`config.mk`:
```
export PLATFORM = sky130hd
export DESIGN_NAME = hps_link_top
export DESIGN_NICKNAME = d
export VERILOG_FILES = /design/src/design/hps_pkg.sv /design/src/design/cmd_framer.sv /design/src/design/uio_regs.sv /design/src/design/kbd_decoder.sv /design/src/design/file_loader.sv /design/src/design/hps_link_top.sv
export SDC_FILE = /design/constraint.sdc
export NUM_CORES = 1
export LEC_CHECK = 0
export BUFFER_PORTS_ARGS = -buffer_cell sky130_fd_sc_hd__buf_2
export CAP_MARGIN = 20
export CORE_UTILIZATION = 45
export DETAILED_ROUTE_END_ITERATION = 8
export GPL_ROUTABILITY_DRIVEN = 0
export PLACE_DENSITY_LB_ADDON = 0.05
export SYNTH_ARGS = -nofsm -noshare
export SYNTH_HDL_FRONTEND = slang
export SYNTH_SLANG_ARGS = --single-unit
```
`constraint.sdc`:
```
create_clock -name clk_sys -period 4.15 [get_ports clk_sys]
set_input_delay 0.415 -clock clk_sys [delete_from_list [all_inputs] [get_ports clk_sys]]
set_output_delay 0.415 -clock clk_sys [all_outputs]
set_load 0.05 [all_outputs]
```
`src/design/hps_pkg.sv`:
```
// shared definitions for the host-link endpoint
// bus widths, command codes, keyboard special sequences and packed structs
package hps_pkg;

	localparam int WORD_W     = 16;
	localparam int WORD_IDX_W = 4;
	localparam int JOY_W      = 32;
	localparam int STATUS_W   = 64;
	localparam int ADDR_W     = 27;

	typedef logic [WORD_W-1:0] uio_cmd_t;
	// file-I/O commands only look at the low byte of the command word
	typedef logic [7:0] fio_cmd_t;

	////////////////////////////////////////////////////////////////////
	// command codes

	localparam uio_cmd_t UIO_CFG        = 16'h0001;
	localparam uio_cmd_t UIO_JOY0       = 16'h0002;
	localparam uio_cmd_t UIO_JOY1       = 16'h0003;
	localparam uio_cmd_t UIO_KBD        = 16'h0005;
	localparam uio_cmd_t UIO_STATUS     = 16'h001E;
	localparam uio_cmd_t UIO_STATUS_REQ = 16'h0029;

	localparam fio_cmd_t FIO_FILE_TX     = 8'h53;
	localparam fio_cmd_t FIO_FILE_TX_DAT = 8'h54;
	localparam fio_cmd_t FIO_FILE_INDEX  = 8'h55;

	// raw scancode sequences that do not fit the make/break scheme
	localparam logic [31:0] KEY_PRNSCR_DN      = 32'hE012_E07C;
	localparam logic [31:0] KEY_PRNSCR_UP      = 32'h7CE0_F012;
	localparam logic [31:0] KEY_PAUSE_DN       = 32'hF014_F077;
	localparam logic [9:0]  KEY_PRNSCR_DN_CODE = 10'h37C;
	localparam logic [9:0]  KEY_PRNSCR_UP_CODE = 10'h17C;
	localparam logic [9:0]  KEY_PAUSE_DN_CODE  = 10'h377;

	////////////////////////////////////////////////////////////////////
	// structs

	typedef struct packed {
		logic              io_strobe;
		logic              io_enable;
		logic              fp_enable;
		logic [WORD_W-1:0] io_din;
	} hps_bus_t;

	typedef struct packed {
		logic                  start;
		logic                  word;
		logic                  done;
		logic [WORD_IDX_W-1:0] idx;
	} frame_ctl_t;

	typedef struct packed {
		logic [1:0] buttons;
		logic       forced_scandoubler;
		logic       direct_video;
	} ui_cfg_t;

	typedef struct packed {
		logic       toggle;
		logic       pressed;
		logic       extended;
		logic [7:0] code;
	} key_evt_t;

	typedef struct packed {
		logic              download;
		logic              wr;
		logic [15:0]       index;
		logic [ADDR_W-1:0] addr;
		logic [7:0]        dout;
	} ioctl_t;

endpackage

```
`src/design/cmd_framer.sv`:
```
// frame tracker for one host channel
// splits strobes into command word, payload words and frame end
`timescale 1ns/100ps

module cmd_framer import hps_pkg::*; #(
	parameter type cmd_t = uio_cmd_t
) (
	input  logic              clk_sys,
	input  logic              rst_n,
	input  logic              enable,
	input  logic              strobe,
	input  logic [WORD_W-1:0] din,
	output frame_ctl_t        ctl,
	output cmd_t              cmd
);

	logic                  active;
	cmd_t                  cmd_q;
	logic [WORD_IDX_W-1:0] idx_q;

	// first strobe of a frame is the command, the rest are payload
	always_comb begin
		ctl.start = enable & strobe & ~active;
		ctl.word  = enable & strobe & active;
		ctl.done  = ~enable & active;
		ctl.idx   = idx_q;
		cmd       = ctl.start ? cmd_t'(din) : cmd_q;
	end

	always_ff @(posedge clk_sys) begin
		if (!rst_n) begin
			active <= 1'b0;
			cmd_q  <= '0;
			idx_q  <= '0;
		end else if (!enable) begin
			active <= 1'b0;
		end else if (ctl.start) begin
			active <= 1'b1;
			cmd_q  <= cmd_t'(din);
			idx_q  <= WORD_IDX_W'(1);
		end else if (ctl.word && !(&idx_q)) begin
			// saturate so long frames keep the last index
			idx_q <= idx_q + 1'b1;
		end
	end

endmodule

```
`src/design/uio_regs.sv`:
```
// user-I/O register file
// configuration, joysticks, status word and status-change readback
`timescale 1ns/100ps

module uio_regs import hps_pkg::*; (
	input  logic                clk_sys,
	input  logic                rst_n,
	input  frame_ctl_t          ctl,
	input  uio_cmd_t            cmd,
	input  logic [WORD_W-1:0]   din,
	input  logic [STATUS_W-1:0] status_in,
	input  logic                status_set,
	output logic [WORD_W-1:0]   io_dout,
	output ui_cfg_t             ui_cfg,
	output logic [JOY_W-1:0]    joystick_0,
	output logic [JOY_W-1:0]    joystick_1,
	output logic [STATUS_W-1:0] status
);

	logic                set_q;
	logic                set_rise;
	logic [3:0]          chg_cnt;
	logic [STATUS_W-1:0] status_req;
	logic [WORD_W-1:0]   rd_word;

	assign set_rise = status_set & ~set_q;

	// captured status quarters for the readback frame
	always_comb begin
		rd_word = '0;
		if (cmd == UIO_STATUS_REQ) begin
			case (ctl.idx)
				4'd1: rd_word = status_req[15:0];
				4'd2: rd_word = status_req[31:16];
				4'd3: rd_word = status_req[47:32];
				4'd4: rd_word = status_req[63:48];
				default: rd_word = '0;
			endcase
		end
	end

	always_ff @(posedge clk_sys) begin
		if (set_rise)
			status_req <= status_in;
	end

	//////////////////////////////////////////////////////////////////////
	// register writes and readback

	always_ff @(posedge clk_sys) begin
		if (!rst_n) begin
			set_q      <= 1'b0;
			chg_cnt    <= '0;
			io_dout    <= '0;
			ui_cfg     <= '0;
			joystick_0 <= '0;
			joystick_1 <= '0;
			status     <= '0;
		end else begin
			set_q <= status_set;
			if (set_rise)
				chg_cnt <= chg_cnt + 1'b1;

			if (ctl.done) begin
				io_dout <= '0;
			end else if (ctl.start) begin
				// host polls this word to see how often the core changed status
				io_dout <= (cmd == UIO_STATUS_REQ) ? {8'h00, 4'hA, chg_cnt} : '0;
			end else if (ctl.word) begin
				io_dout <= rd_word;
				case (cmd)
					UIO_CFG: begin
						ui_cfg.buttons            <= din[1:0];
						ui_cfg.forced_scandoubler <= din[4];
						ui_cfg.direct_video       <= din[10];
					end
					UIO_JOY0: begin
						if (ctl.idx == 4'd1)
							joystick_0[15:0] <= din;
						else
							joystick_0[31:16] <= din;
					end
					UIO_JOY1: begin
						if (ctl.idx == 4'd1)
							joystick_1[15:0] <= din;
						else
							joystick_1[31:16] <= din;
					end
					UIO_STATUS: begin
						case (ctl.idx)
							4'd1: status[15:0]  <= din;
							4'd2: status[31:16] <= din;
							4'd3: status[47:32] <= din;
							4'd4: status[63:48] <= din;
							default: ;
						endcase
					end
					default: ;
				endcase
			end
		end
	end

endmodule

```
`src/design/kbd_decoder.sv`:
```
// keyboard scancode collector and key event decoder
`timescale 1ns/100ps

module kbd_decoder import hps_pkg::*; (
	input  logic              clk_sys,
	input  logic              rst_n,
	input  frame_ctl_t        ctl,
	input  uio_cmd_t          cmd,
	input  logic [WORD_W-1:0] din,
	output key_evt_t          ps2_key
);

	logic [31:0] raw;
	logic        skip;
	key_evt_t    evt;

	// break codes carry F0 before the key, extended keys carry E0
	always_comb begin
		evt.toggle   = ~ps2_key.toggle;
		evt.pressed  = (raw[15:8] != 8'hF0);
		evt.extended = evt.pressed ? (raw[15:8] == 8'hE0) : (raw[23:16] == 8'hE0);
		evt.code     = raw[7:0];
		case (raw)
			KEY_PRNSCR_DN: {evt.pressed, evt.extended, evt.code} = KEY_PRNSCR_DN_CODE;
			KEY_PRNSCR_UP: {evt.pressed, evt.extended, evt.code} = KEY_PRNSCR_UP_CODE;
			KEY_PAUSE_DN:  {evt.pressed, evt.extended, evt.code} = KEY_PAUSE_DN_CODE;
			default: ;
		endcase
	end

	always_ff @(posedge clk_sys) begin
		if (ctl.start && cmd == UIO_KBD)
			raw <= '0;
		else if (ctl.word && cmd == UIO_KBD && !(&din[15:8]))
			raw <= {raw[23:0], din[7:0]};
	end

	always_ff @(posedge clk_sys) begin
		if (!rst_n) begin
			skip    <= 1'b0;
			ps2_key <= '0;
		end else begin
			if (ctl.start)
				skip <= 1'b0;
			// an FF high byte marks a frame meant for the PS/2 device only
			else if (ctl.word && cmd == UIO_KBD && (&din[15:8]))
				skip <= 1'b1;

			if (ctl.done && cmd == UIO_KBD && !skip)
				ps2_key <= evt;
		end
	end

endmodule

```
`src/design/file_loader.sv`:
```
// file download state
// index, download flag, address counter and byte writes to the core
`timescale 1ns/100ps

module file_loader import hps_pkg::*; (
	input  logic              clk_sys,
	input  logic              rst_n,
	input  frame_ctl_t        ctl,
	input  fio_cmd_t          cmd,
	input  logic [WORD_W-1:0] din,
	output ioctl_t            ioctl
);

	logic [ADDR_W-1:0] addr_q;
	logic              dat_accept;

	// data words outside a download are dropped
	assign dat_accept = ctl.word && cmd == FIO_FILE_TX_DAT && ioctl.download;

	always_ff @(posedge clk_sys) begin
		if (!rst_n) begin
			ioctl  <= '0;
			addr_q <= '0;
		end else begin
			// one write pulse per accepted data word
			ioctl.wr <= dat_accept;

			if (ctl.word) begin
				case (cmd)
					FIO_FILE_INDEX: begin
						ioctl.index <= din;
					end
					FIO_FILE_TX: begin
						case (ctl.idx)
							4'd1: begin
								if (din[7:0] != 8'h00) begin
									ioctl.download <= 1'b1;
									addr_q         <= '0;
								end else begin
									ioctl.download <= 1'b0;
								end
							end
							4'd2: addr_q[15:0] <= din;
							4'd3: addr_q[ADDR_W-1:16] <= din[ADDR_W-17:0];
							default: ;
						endcase
					end
					FIO_FILE_TX_DAT: begin
						if (ioctl.download) begin
							ioctl.addr <= addr_q;
							ioctl.dout <= din[7:0];
							addr_q     <= addr_q + 1'b1;
						end
					end
					default: ;
				endcase
			end
		end
	end

endmodule

```
`src/design/hps_link_top.sv`:
```
// host-link endpoint top level
// two command framers feeding the user-I/O, keyboard and file blocks
`timescale 1ns/100ps

module hps_link_top import hps_pkg::*; (
	input  logic                clk_sys,
	input  logic                rst_n,
	input  hps_bus_t            hps,
	output logic [WORD_W-1:0]   io_dout,
	input  logic [STATUS_W-1:0] status_in,
	input  logic                status_set,
	output logic [JOY_W-1:0]    joystick_0,
	output logic [JOY_W-1:0]    joystick_1,
	output logic [STATUS_W-1:0] status,
	output ui_cfg_t             ui_cfg,
	output key_evt_t            ps2_key,
	output ioctl_t              ioctl
);

	frame_ctl_t uio_ctl;
	uio_cmd_t   uio_cmd;
	frame_ctl_t fio_ctl;
	fio_cmd_t   fio_cmd;

	//////////////////////////////////////////////////////////////////////
	// channel framers

	cmd_framer #(.cmd_t(uio_cmd_t)) u_uio_framer (
		.clk_sys (clk_sys),
		.rst_n   (rst_n),
		.enable  (hps.io_enable),
		.strobe  (hps.io_strobe),
		.din     (hps.io_din),
		.ctl     (uio_ctl),
		.cmd     (uio_cmd)
	);

	cmd_framer #(.cmd_t(fio_cmd_t)) u_fio_framer (
		.clk_sys (clk_sys),
		.rst_n   (rst_n),
		.enable  (hps.fp_enable),
		.strobe  (hps.io_strobe),
		.din     (hps.io_din),
		.ctl     (fio_ctl),
		.cmd     (fio_cmd)
	);

	//////////////////////////////////////////////////////////////////////
	// channel blocks

	uio_regs u_uio_regs (
		.clk_sys    (clk_sys),
		.rst_n      (rst_n),
		.ctl        (uio_ctl),
		.cmd        (uio_cmd),
		.din        (hps.io_din),
		.status_in  (status_in),
		.status_set (status_set),
		.io_dout    (io_dout),
		.ui_cfg     (ui_cfg),
		.joystick_0 (joystick_0),
		.joystick_1 (joystick_1),
		.status     (status)
	);

	kbd_decoder u_kbd_decoder (
		.clk_sys (clk_sys),
		.rst_n   (rst_n),
		.ctl     (uio_ctl),
		.cmd     (uio_cmd),
		.din     (hps.io_din),
		.ps2_key (ps2_key)
	);

	file_loader u_file_loader (
		.clk_sys (clk_sys),
		.rst_n   (rst_n),
		.ctl     (fio_ctl),
		.cmd     (fio_cmd),
		.din     (hps.io_din),
		.ioctl   (ioctl)
	);

endmodule

```
Word level (Yosys, flattened, before mapping)
Cells that the tools add are included.
{"block": "totals", "reg_bits": 375, "in_bits": 86, "word_cells": 142}
{"block": "classes", "addsub": 4, "n_eq_ne": 26, "muxes": 19, "n_bitwise": 17, "reduce_logical": 42}
{"operator": "== test 32 bit, second input constant", "n": 2}
{"operator": "2-to-1 mux 16 bit", "n": 4}
{"operator": "case mux 16 bit (4 select lines)", "n": 1}
{"operator": "2-to-1 mux 27 bit", "n": 2}
{"operator": "case mux 27 bit (2 select lines)", "n": 1}
{"operator": "AND reduction 5 bit", "n": 10}
{"operator": "== test 16 x 2 -> 1 bit, second input constant", "n": 2}
{"operator": "== test 32 x 31 -> 1 bit, second input constant", "n": 1}
{"operator": "case mux 16 bit (2 select lines)", "n": 1}
{"operator": "case mux 10 bit (3 select lines)", "n": 1}
{"operator": "adder 27 x 1 -> 27 bit, second input constant", "n": 1}
{"operator": "== test 8 x 7 -> 1 bit, second input constant", "n": 3}
{"operator": "case mux 11 bit (2 select lines)", "n": 1}
{"operator": "== test 16 x 1 -> 1 bit, second input constant", "n": 1}
{"operator": "== test 16 x 3 -> 1 bit, second input constant", "n": 1}
{"operator": "== test 16 x 5 -> 1 bit, second input constant", "n": 1}
{"operator": "== test 16 x 6 -> 1 bit, second input constant", "n": 1}
{"operator": "== test 4 x 2 -> 1 bit, second input constant", "n": 4}
{"operator": "== test 8 bit, second input constant", "n": 2}
{"operator": "2-to-1 mux 4 bit", "n": 4}
{"operator": "2-to-1 mux 8 bit", "n": 2}
{"operator": "adder 4 x 1 -> 4 bit, second input constant", "n": 3}
{"operator": "AND reduction 4 bit", "n": 3}
{"operator": "logical AND 1 bit", "n": 10}
{"operator": "16 further kinds", "n": 46}

Depth between registers and ports, before layout
Gate-level depths: netlist of run 1.
{"block": "logic_depth", "depth_word": 7, "depth_mapped": 10, "mapped_depth_nobuf": 8}

Cells and area by module
A second synthesis of run 1 with hierarchy kept.
{"block": "hier_totals", "hier_cells": 1555, "area_unflattened_um2": 15860.2}
{"mod": "uio_regs", "n_inst": 1, "cells_each": 769, "area_each_um2": 8673.3, "seq_area_each_um2": 4984.8}
{"mod": "file_loader", "n_inst": 1, "cells_each": 471, "area_each_um2": 3779.9, "seq_area_each_um2": 1601.5}
{"mod": "kbd_decoder", "n_inst": 1, "cells_each": 181, "area_each_um2": 1861.8, "seq_area_each_um2": 880.8}
{"mod": "cmd_framer (u_uio_framer)", "n_inst": 1, "cells_each": 80, "area_each_um2": 932.1, "seq_area_each_um2": 420.4}
{"mod": "cmd_framer (u_fio_framer)", "n_inst": 1, "cells_each": 54, "area_each_um2": 613.1, "seq_area_each_um2": 260.2}

Worst setup path before layout of run 1
OpenSTA, ideal clock, no wires.
{"block": "synth_path", "path_kind": "input to register", "start": "input status_set", "end": "register u_uio_regs.chg_cnt[3]", "setup_ns": 0.128, "arrival_time_ns": 2.925, "path_slack_ns": 1.098, "path_stages": 5, "path_cell_list": "nor2b_1 > clkbuf_1 > nand4_1 > xor2_1 > nor2_1"}
{"block": "synth_between", "elab_chain_len": 1}
{"element": "start, declared", "line": "hps_link_top.sv:11", "source": "input logic status_set,"}
{"element": "AND 1 bit", "line": "uio_regs.sv:26", "source": "assign set_rise = status_set & ~set_q;"}
{"element": "net u_uio_regs.set_rise", "line": "uio_regs.sv:21", "source": "logic set_rise;"}
{"element": "end signal, assigned", "line": "uio_regs.sv:62", "source": "chg_cnt <= chg_cnt + 1'b1;"}
{"element": "end, declared", "line": "uio_regs.sv:22", "source": "logic [3:0] chg_cnt;"}
The timed path passes the listed nets, and every way through them passes these cells.
A chain may end at the register's enable or synchronous reset.

Worst setup path after layout of run 1
{"block": "layout_path", "start": "register u_uio_framer.active", "end": "register u_uio_regs.joystick_1[2]"}
{"block": "layout_between", "elab_chain_len": 5, "elab_cells_between_ends": 9, "classes_between": "1 x eq/ne; 1 x mux; 6 x bitwise; 1 x reduce/logical"}
{"element": "start, declared", "line": "cmd_framer.sv:17", "source": "logic active;"}
{"element": "start signal, assigned", "line": "cmd_framer.sv:32", "source": "active <= 1'b0;"}
{"element": "start signal, assigned", "line": "cmd_framer.sv:36", "source": "active <= 1'b0;"}
{"element": "start signal, assigned", "line": "cmd_framer.sv:38", "source": "active <= 1'b1;"}
{"element": "inverter 1 bit", "line": "cmd_framer.sv:23", "source": "ctl.start = enable & strobe & ~active;"}
{"element": "AND 1 bit", "line": "cmd_framer.sv:23"}
{"element": "2-to-1 mux 16 bit", "line": "cmd_framer.sv:27", "source": "cmd = ctl.start ? cmd_t'(din) : cmd_q;"}
{"element": "== test 16 x 2 -> 1 bit", "line": "uio_regs.sv:71", "source": "case (cmd)"}
{"element": "AND reduction 5 bit (no line) (*)"}
{"element": "end signal, assigned", "line": "uio_regs.sv:85", "source": "joystick_1[15:0] <= din;"}
{"element": "end, declared", "line": "uio_regs.sv:16", "source": "output logic [JOY_W-1:0] joystick_1,"}
Mark *: on every way between the ends. The rest lies on a longest branch, timed or not.

==> flow_metrics.tcl, run 1 <==
set metrics [dict create \
    status "completed" \
    critPathMaxStageDelay_ns 0.69 \
    post_cts.repair.setup_buffers 0 \
    cp.arrival_ns 3.46 \
    h-tree-depth 2 \
    ios 298 \
    final_util_pct 55.1 \
    layout_min_cycle_time_ns 3.09 \
    routedWlPerCell_um 18.4 \
    tightest_slew_ns 1.02 \
    initial_core_util_pct 45.9 \
    ys_seq_area_share_pct 54.2 \
    antenna_found_initial 3 \
    dr.pass1.iters 5 \
    clock_skew_ns 0.0106 \
    r2r_cells 6 \
    ys_top_cells_by_count "dfxtp_1, nand2_1, mux2i_1, a21oi_1, nor2_1" \
    numClockSinks 375 \
    synthFlopType "dfxtp_1" \
    hold_path_depth 1 \
    leakage_nw 8.13 \
    dp_slack_ns 0.933 \
    rows 66 \
    crit_required_ns 4.52 \
    drtIter0Drc 799 \
    hold_buffers 0 \
    end_kind "flop" \
    r2r_end "u_uio_regs.joystick_1[2]" \
    yosys.area.top_type_share_pct 41.5 \
    hold_path.class "input port to flop" \
    cts.clk_slew.worst_paths_ns 0.06 \
    clock.fmax_ghz 0.324 \
    ys_ff_latch 375 \
    finalCritPeriodShare_pct 74.4 \
    grt_pass1_wl_um 63700 \
    min_to "u_uio_regs.status_req[39]" \
    regToRegSetupSlack_ns 1.06 \
    grt_max_degree 148 \
    final_hold_viol_count 0 \
    drc_errors 0 \
    syn_nets 1647 \
    synth_cell_types 71 \
    place_inst 2190 \
    routed_wl_um 41600 \
    path_cells "nand3b_1, nand3_1, a22oi_2, nand4_1, nand2_1, a21oi_1" \
    die_y_um 185 \
    ys_warn_count 0 \
    syn_avg_cell_area_um2 9.68 \
    grt_pass1_vias 11300 \
    grt_setup_unrepaired "false" \
    synth_area_um2 15000 \
    critPathLaunchType "flop" \
    grt_overflow_total 0 \
    numCtsBuffers 40 \
    hpwl_um 27600 \
    finalMaxSlewViolations 0 \
    drv_cap 0 \
    dieArea_um2 34100 \
    tns_ns 0 \
    final_layout_size_suffix_gt1_share_pct 22.3 \
    cts_tree "yes" \
    synthCells 1552 \
    worst-setup-path-type "flop to flop" \
    layout.nets 1886 \
    critPathSlowestCell "nand3b_1" \
    clk_latency_ns 0.53 \
    grt_use_total_pct 23.9 \
    async_flop_share_pct 0 \
    p_per_area_nw_per_um2 421 \
    path_max_fanout 21 \
    area_growth_pct 20.0 \
    core_um2 32700 \
    portBuffers 297 \
    instances_no_fill 2264 \
    clockBufferDepth 3 \
    fillers 3026 \
    worst_slew_margin_rel_pct 32.1 \
    synth_edf_count 64 \
    layout_setup_ws_ns 1.06 \
    min-delay-start "status_in[39]" \
    r2r-start "u_uio_framer.active" \
    dr_total_vias 12200 \
    fp.dieW_um 185 \
    root_buffer "clkbuf_16" \
    worst_ir_drop_vdd_mv 0.359 \
    setup_viol 0 \
    synth.area.top_cells "dfxtp_1, edfxtp_1, mux2i_1" \
    yosysMostFrequentCell "dfxtp_1" \
    cts_resized 0 \
    antenna_left 0 \
    synth_top_area_cell "dfxtp_1" \
    via_per_inst 5.39 \
]
==> power breakdown <==
group          total (W)  switching, W  internal (W)
combinational   0.000290      0.000207     0.0000834
clock            0.00351       0.00142       0.00209
sequential       0.00378     0.0000256       0.00376
==> layer usage <==
metal | up-vias | GRT usage [%] | wire, um
li1 | 5977 | - | -
met1 | 5813 | 31.7 | 18600
met2 | 358 | 39.6 | 19700
met3 | 60 | 4.70 | 2500
met4 | 4 | 6.48 | 791
met5 | - | 0 | 20
==> per-stage QoR <==
stage / total power [W] / hold slack [ns] / area [um2]
global placement: 0.00415 / 0.436 / 16700
floorplan: 0.00403 / 0.432 / 15000
CTS: 0.00765 / 0.0421 / 18000
detailed placement: 0.00415 / 0.444 / 16700
global route: 0.00784 / 0.0366 / 18000
finish: 0.00758 / 0.0587 / 18000
==> kinds of logic (layout without fill, tap and decap cells) <==
group                    after synthesis  count (layout)  share of synthesized area (%)
AND/OR/NAND/NOR                      600             600                           18.3
flip-flops                           375             375                           54.2
AO/OA/AOI/OAI                        261             261                           11.4
multiplexers                         168             168                           11.2
buffers and inverters                134             403                           3.82
adder cells (fa/ha/maj)                9               9                          0.750
XOR/XNOR                               5               5                          0.292
other                                  0               1                              0
==> registers in the layout, summed over array words and instances (netlist names) <==
signal	count
u_uio_regs.status	64
u_uio_regs.status_req	64
u_file_loader.ioctl	53
u_kbd_decoder.raw	32
u_uio_regs.joystick_0	32
u_uio_regs.joystick_1	32
u_file_loader.addr_q	27
u_uio_framer.cmd_q	16
u_uio_regs.io_dout	16
u_kbd_decoder.ps2_key	11
u_fio_framer.cmd_q	8
u_fio_framer.idx_q	4
u_uio_framer.idx_q	4
u_uio_regs.chg_cnt	4
u_uio_regs.ui_cfg	4
u_fio_framer.active	1
u_kbd_decoder.skip	1
u_uio_framer.active	1
u_uio_regs.set_q	1
==> worst max-delay path by stage <==
stage	start	endpoint	slack, ns	cells past startpoint
after floorplan	status_set	u_uio_regs.chg_cnt[3]	1.10	5
after global placement	hps[18]	u_uio_regs.joystick_0[25]	1.05	6
after detailed placement	hps[18]	u_uio_regs.joystick_0[2]	0.93	6
after CTS	u_uio_framer.active	u_uio_regs.joystick_0[13]	1.06	5
after global routing	u_uio_framer.active	u_uio_regs.joystick_1[6]	0.68	6
final	u_uio_framer.active	u_uio_regs.joystick_1[2]	1.06	6
==> worst max-delay path, delay by kind of cell, from the launching register on <==
kind,cells,cell delay [ns]
AO/OA/AOI/OAI,2,0.54
flip-flops,1,0.54
AND/OR/NAND/NOR,4,1.84
==> cells in the final DEF, fill, tap and decap left out, types with 19 or more instances in the layout <==
master / count
nand3_1: 37
nor2_1: 114
nand2_1: 309
nor3_1: 21
o21ai_0: 19
dfxtp_1: 311
nand4_1: 23
edfxtp_1: 64
clkbuf_16: 41
a21oi_1: 121
buf_2: 296
mux2i_1: 165
==> final cells by class <==
cell class | instances | area (um2) | share of cell area (%)
Multi-Input combinational cell | 1043 | 6320 | 35.1
Sequential cell | 375 | 8150 | 45.2
Timing Repair Buffer | 314 | 1640 | 9.11
Clock buffer | 61 | 1180 | 6.55
Antenna cell | 1 | 2.50 | 0.0139
Clock inverter | 11 | 110 | 0.611
Tap cell | 442 | 553 | 3.07
Inverter | 17 | 66.3 | 0.368
Note: power is estimated with default switching activity, not from simulation.
==> run 2, diff against run 1 <==
==> constraint.sdc (replaced) <==
create_clock -name clk_sys -period 2.7 [get_ports clk_sys]
set_input_delay 0.27 -clock clk_sys [delete_from_list [all_inputs] [get_ports clk_sys]]
set_output_delay 0.27 -clock clk_sys [all_outputs]
set_load 0.05 [all_outputs]
==> flow_metrics.tcl, run 2 (synthesized netlist as in run 1, its figures left out) <==
set metrics [dict create \
    p_int_w 0.00934 \
    grt_max_degree 70 \
    tns_ns 0 \
    ios 298 \
    reg.largest.list "u_uio_regs.status x64, u_uio_regs.status_req x64, u_file_loader.ioctl x53" \
    p_per_area_nw_per_um2 624 \
    portBuffers 297 \
    via_per_inst 5.37 \
    core_um2 32700 \
    final_util_pct 58.7 \
    root_buffer "clkbuf_16" \
    final_cell_mix "dfxtp_1, nand2_1, buf_2" \
    worst_slew_margin_rel_pct 49.4 \
    grt_overflow_total 0 \
    p_sw_w 0.00265 \
    cp.arrival_ns 2.85 \
    finalCritPeriodShare_pct 88.3 \
    rows 66 \
    worst_ir_drop_vdd_mv 0.459 \
    routedWlPerCell_um 18.3 \
    drc_errors 0 \
    grt_pass1_vias 11900 \
    hold_buffers 65 \
    final_layout_size_suffix_gt1_share_pct 23.8 \
    numCtsBuffers 41 \
    drv_cap 0 \
    hpwl_um 29100 \
    dr.pass1.iters 7 \
    setup_viol 0 \
    critPathSlowestCell "a21o_1" \
    p_clk_share_pct 46.8 \
    numClockSinks 375 \
    final_common_cell "dfxtp_1" \
    grt_setup_unrepaired "false" \
    grt_use_total_pct 25.0 \
    leakage_nw 8.71 \
    clk_latency_ns 0.54 \
    sw_frac_of_total_pct 22.1 \
    crit_required_ns 3.16 \
    antenna_found_initial 1 \
    hold_path.class "input port to flop" \
    cts.clk_slew.worst_paths_ns 0.06 \
    h-tree-depth 2 \
    tightest_slew_ns 0.756 \
    area_growth_pct 27.9 \
    end_kind "flop" \
    critPathMaxStageDelay_ns 0.59 \
    fillers 2915 \
    clock_skew_ns 0.0164 \
    clockBufferDepth 3 \
    cts_resized 0 \
    path_max_fanout 22 \
    layout.nets 2005 \
    fp.dieW_um 185 \
    antenna_left 0 \
    initial_core_util_pct 45.9 \
    dr_total_vias 12800 \
    p_comb_share_pct 4.7 \
    p_seq_share_pct 48.5 \
    dieArea_um2 34100 \
    worst-setup-path-type "flop to flop" \
    die_y_um 185 \
    critPathLaunchType "flop" \
    clock.fmax_ghz 0.419 \
    cts_tree "yes" \
    routed_wl_um 43600 \
    layout_min_cycle_time_ns 2.39 \
    finalMaxSlewViolations 0 \
    drtIter0Drc 914 \
    diodes 0 \
    post_cts.repair.setup_buffers 0 \
    final_hold_viol_count 0 \
    path_cells "and3b_1, o22ai_1, o221ai_1, a21o_1, o21ai_0, a21oi_1" \
    status "completed" \
    grt_pass1_wl_um 66800 \
]
-- run 2: cell types whose count changed in the layout (fill, tap and decap cells not counted), sizes merged --
| cell | delta |
|---|---|
| dlygate4sd3 | +65 |
| diode | -1 |
| clkbuf | -2 |
| inv | -1 |
| clkinv | +2 |
| buf | +53 |
| clkinvlp | +1 |
| bufinv | +1 |
-- run 2: critical path, delay by kind of cell (launching register included) --
kind / cells / cell delay [ns]
compound gates: 5 / 1.40
simple gates: 1 / 0.54
flops: 1 / 0.38
-- run 2: metal layers --
layer  global-route usage, %  wire, um
met2                    40.5     20000
met1                    33.6     19600
met5                       0        13
met3                    4.96      2920
met4                    7.40      1060
-- run 2: per-stage QoR --
step	total power (W)	instance area [um2]	cells	worst slack, ns	hold WS [ns]
floorplan	0.00619	15000	1552	0.601	0.369
global placement	0.00642	17200	2244	0.218	0.436
detailed placement	0.00643	17200	2244	0.153	0.445
CTS	0.0121	19200	2382	0.324	0.00114
global route	0.0124	19200	2382	0.0844	0.0133
finish	0.0120	19200	2382	0.315	0.0227
-- run 2: power groups by stage --
stage / logic, W / clock network [W] / registers [W]
after floorplan: 0.000263 / 0 / 0.00592
after global placement: 0.000488 / 0 / 0.00593
after detailed placement: 0.000493 / 0 / 0.00593
after CTS: 0.000567 / 0.00571 / 0.00581
after global routing: 0.000617 / 0.00595 / 0.00582
final: 0.000569 / 0.00561 / 0.00581
-- run 2: worst paths after layout --
check / slack [ns] / endpoint / cells after the start / startpoint
worst max-delay path: 0.31 / u_file_loader.addr_q[19] / 6 / u_fio_framer.active
worst min-delay path: 0.02 / u_uio_framer.active / 2 / hps[17]
worst max register to register: 0.31 / u_file_loader.addr_q[19] / 6 / u_fio_framer.active
worst min register to register: 0.45 / u_file_loader.ioctl[10] / 2 / u_file_loader.ioctl[10]
-- run 2: cell type report --
type	count	area, um2	area share, %
Tap cell	442	553	2.88
Inverter	17	66.3	0.345
Timing Repair Buffer	432	2770	14.4
Sequential cell	375	8150	42.4
Multi-Input combinational cell	1043	6320	32.9
Clock buffer	59	1180	6.16
Clock inverter	14	170	0.886
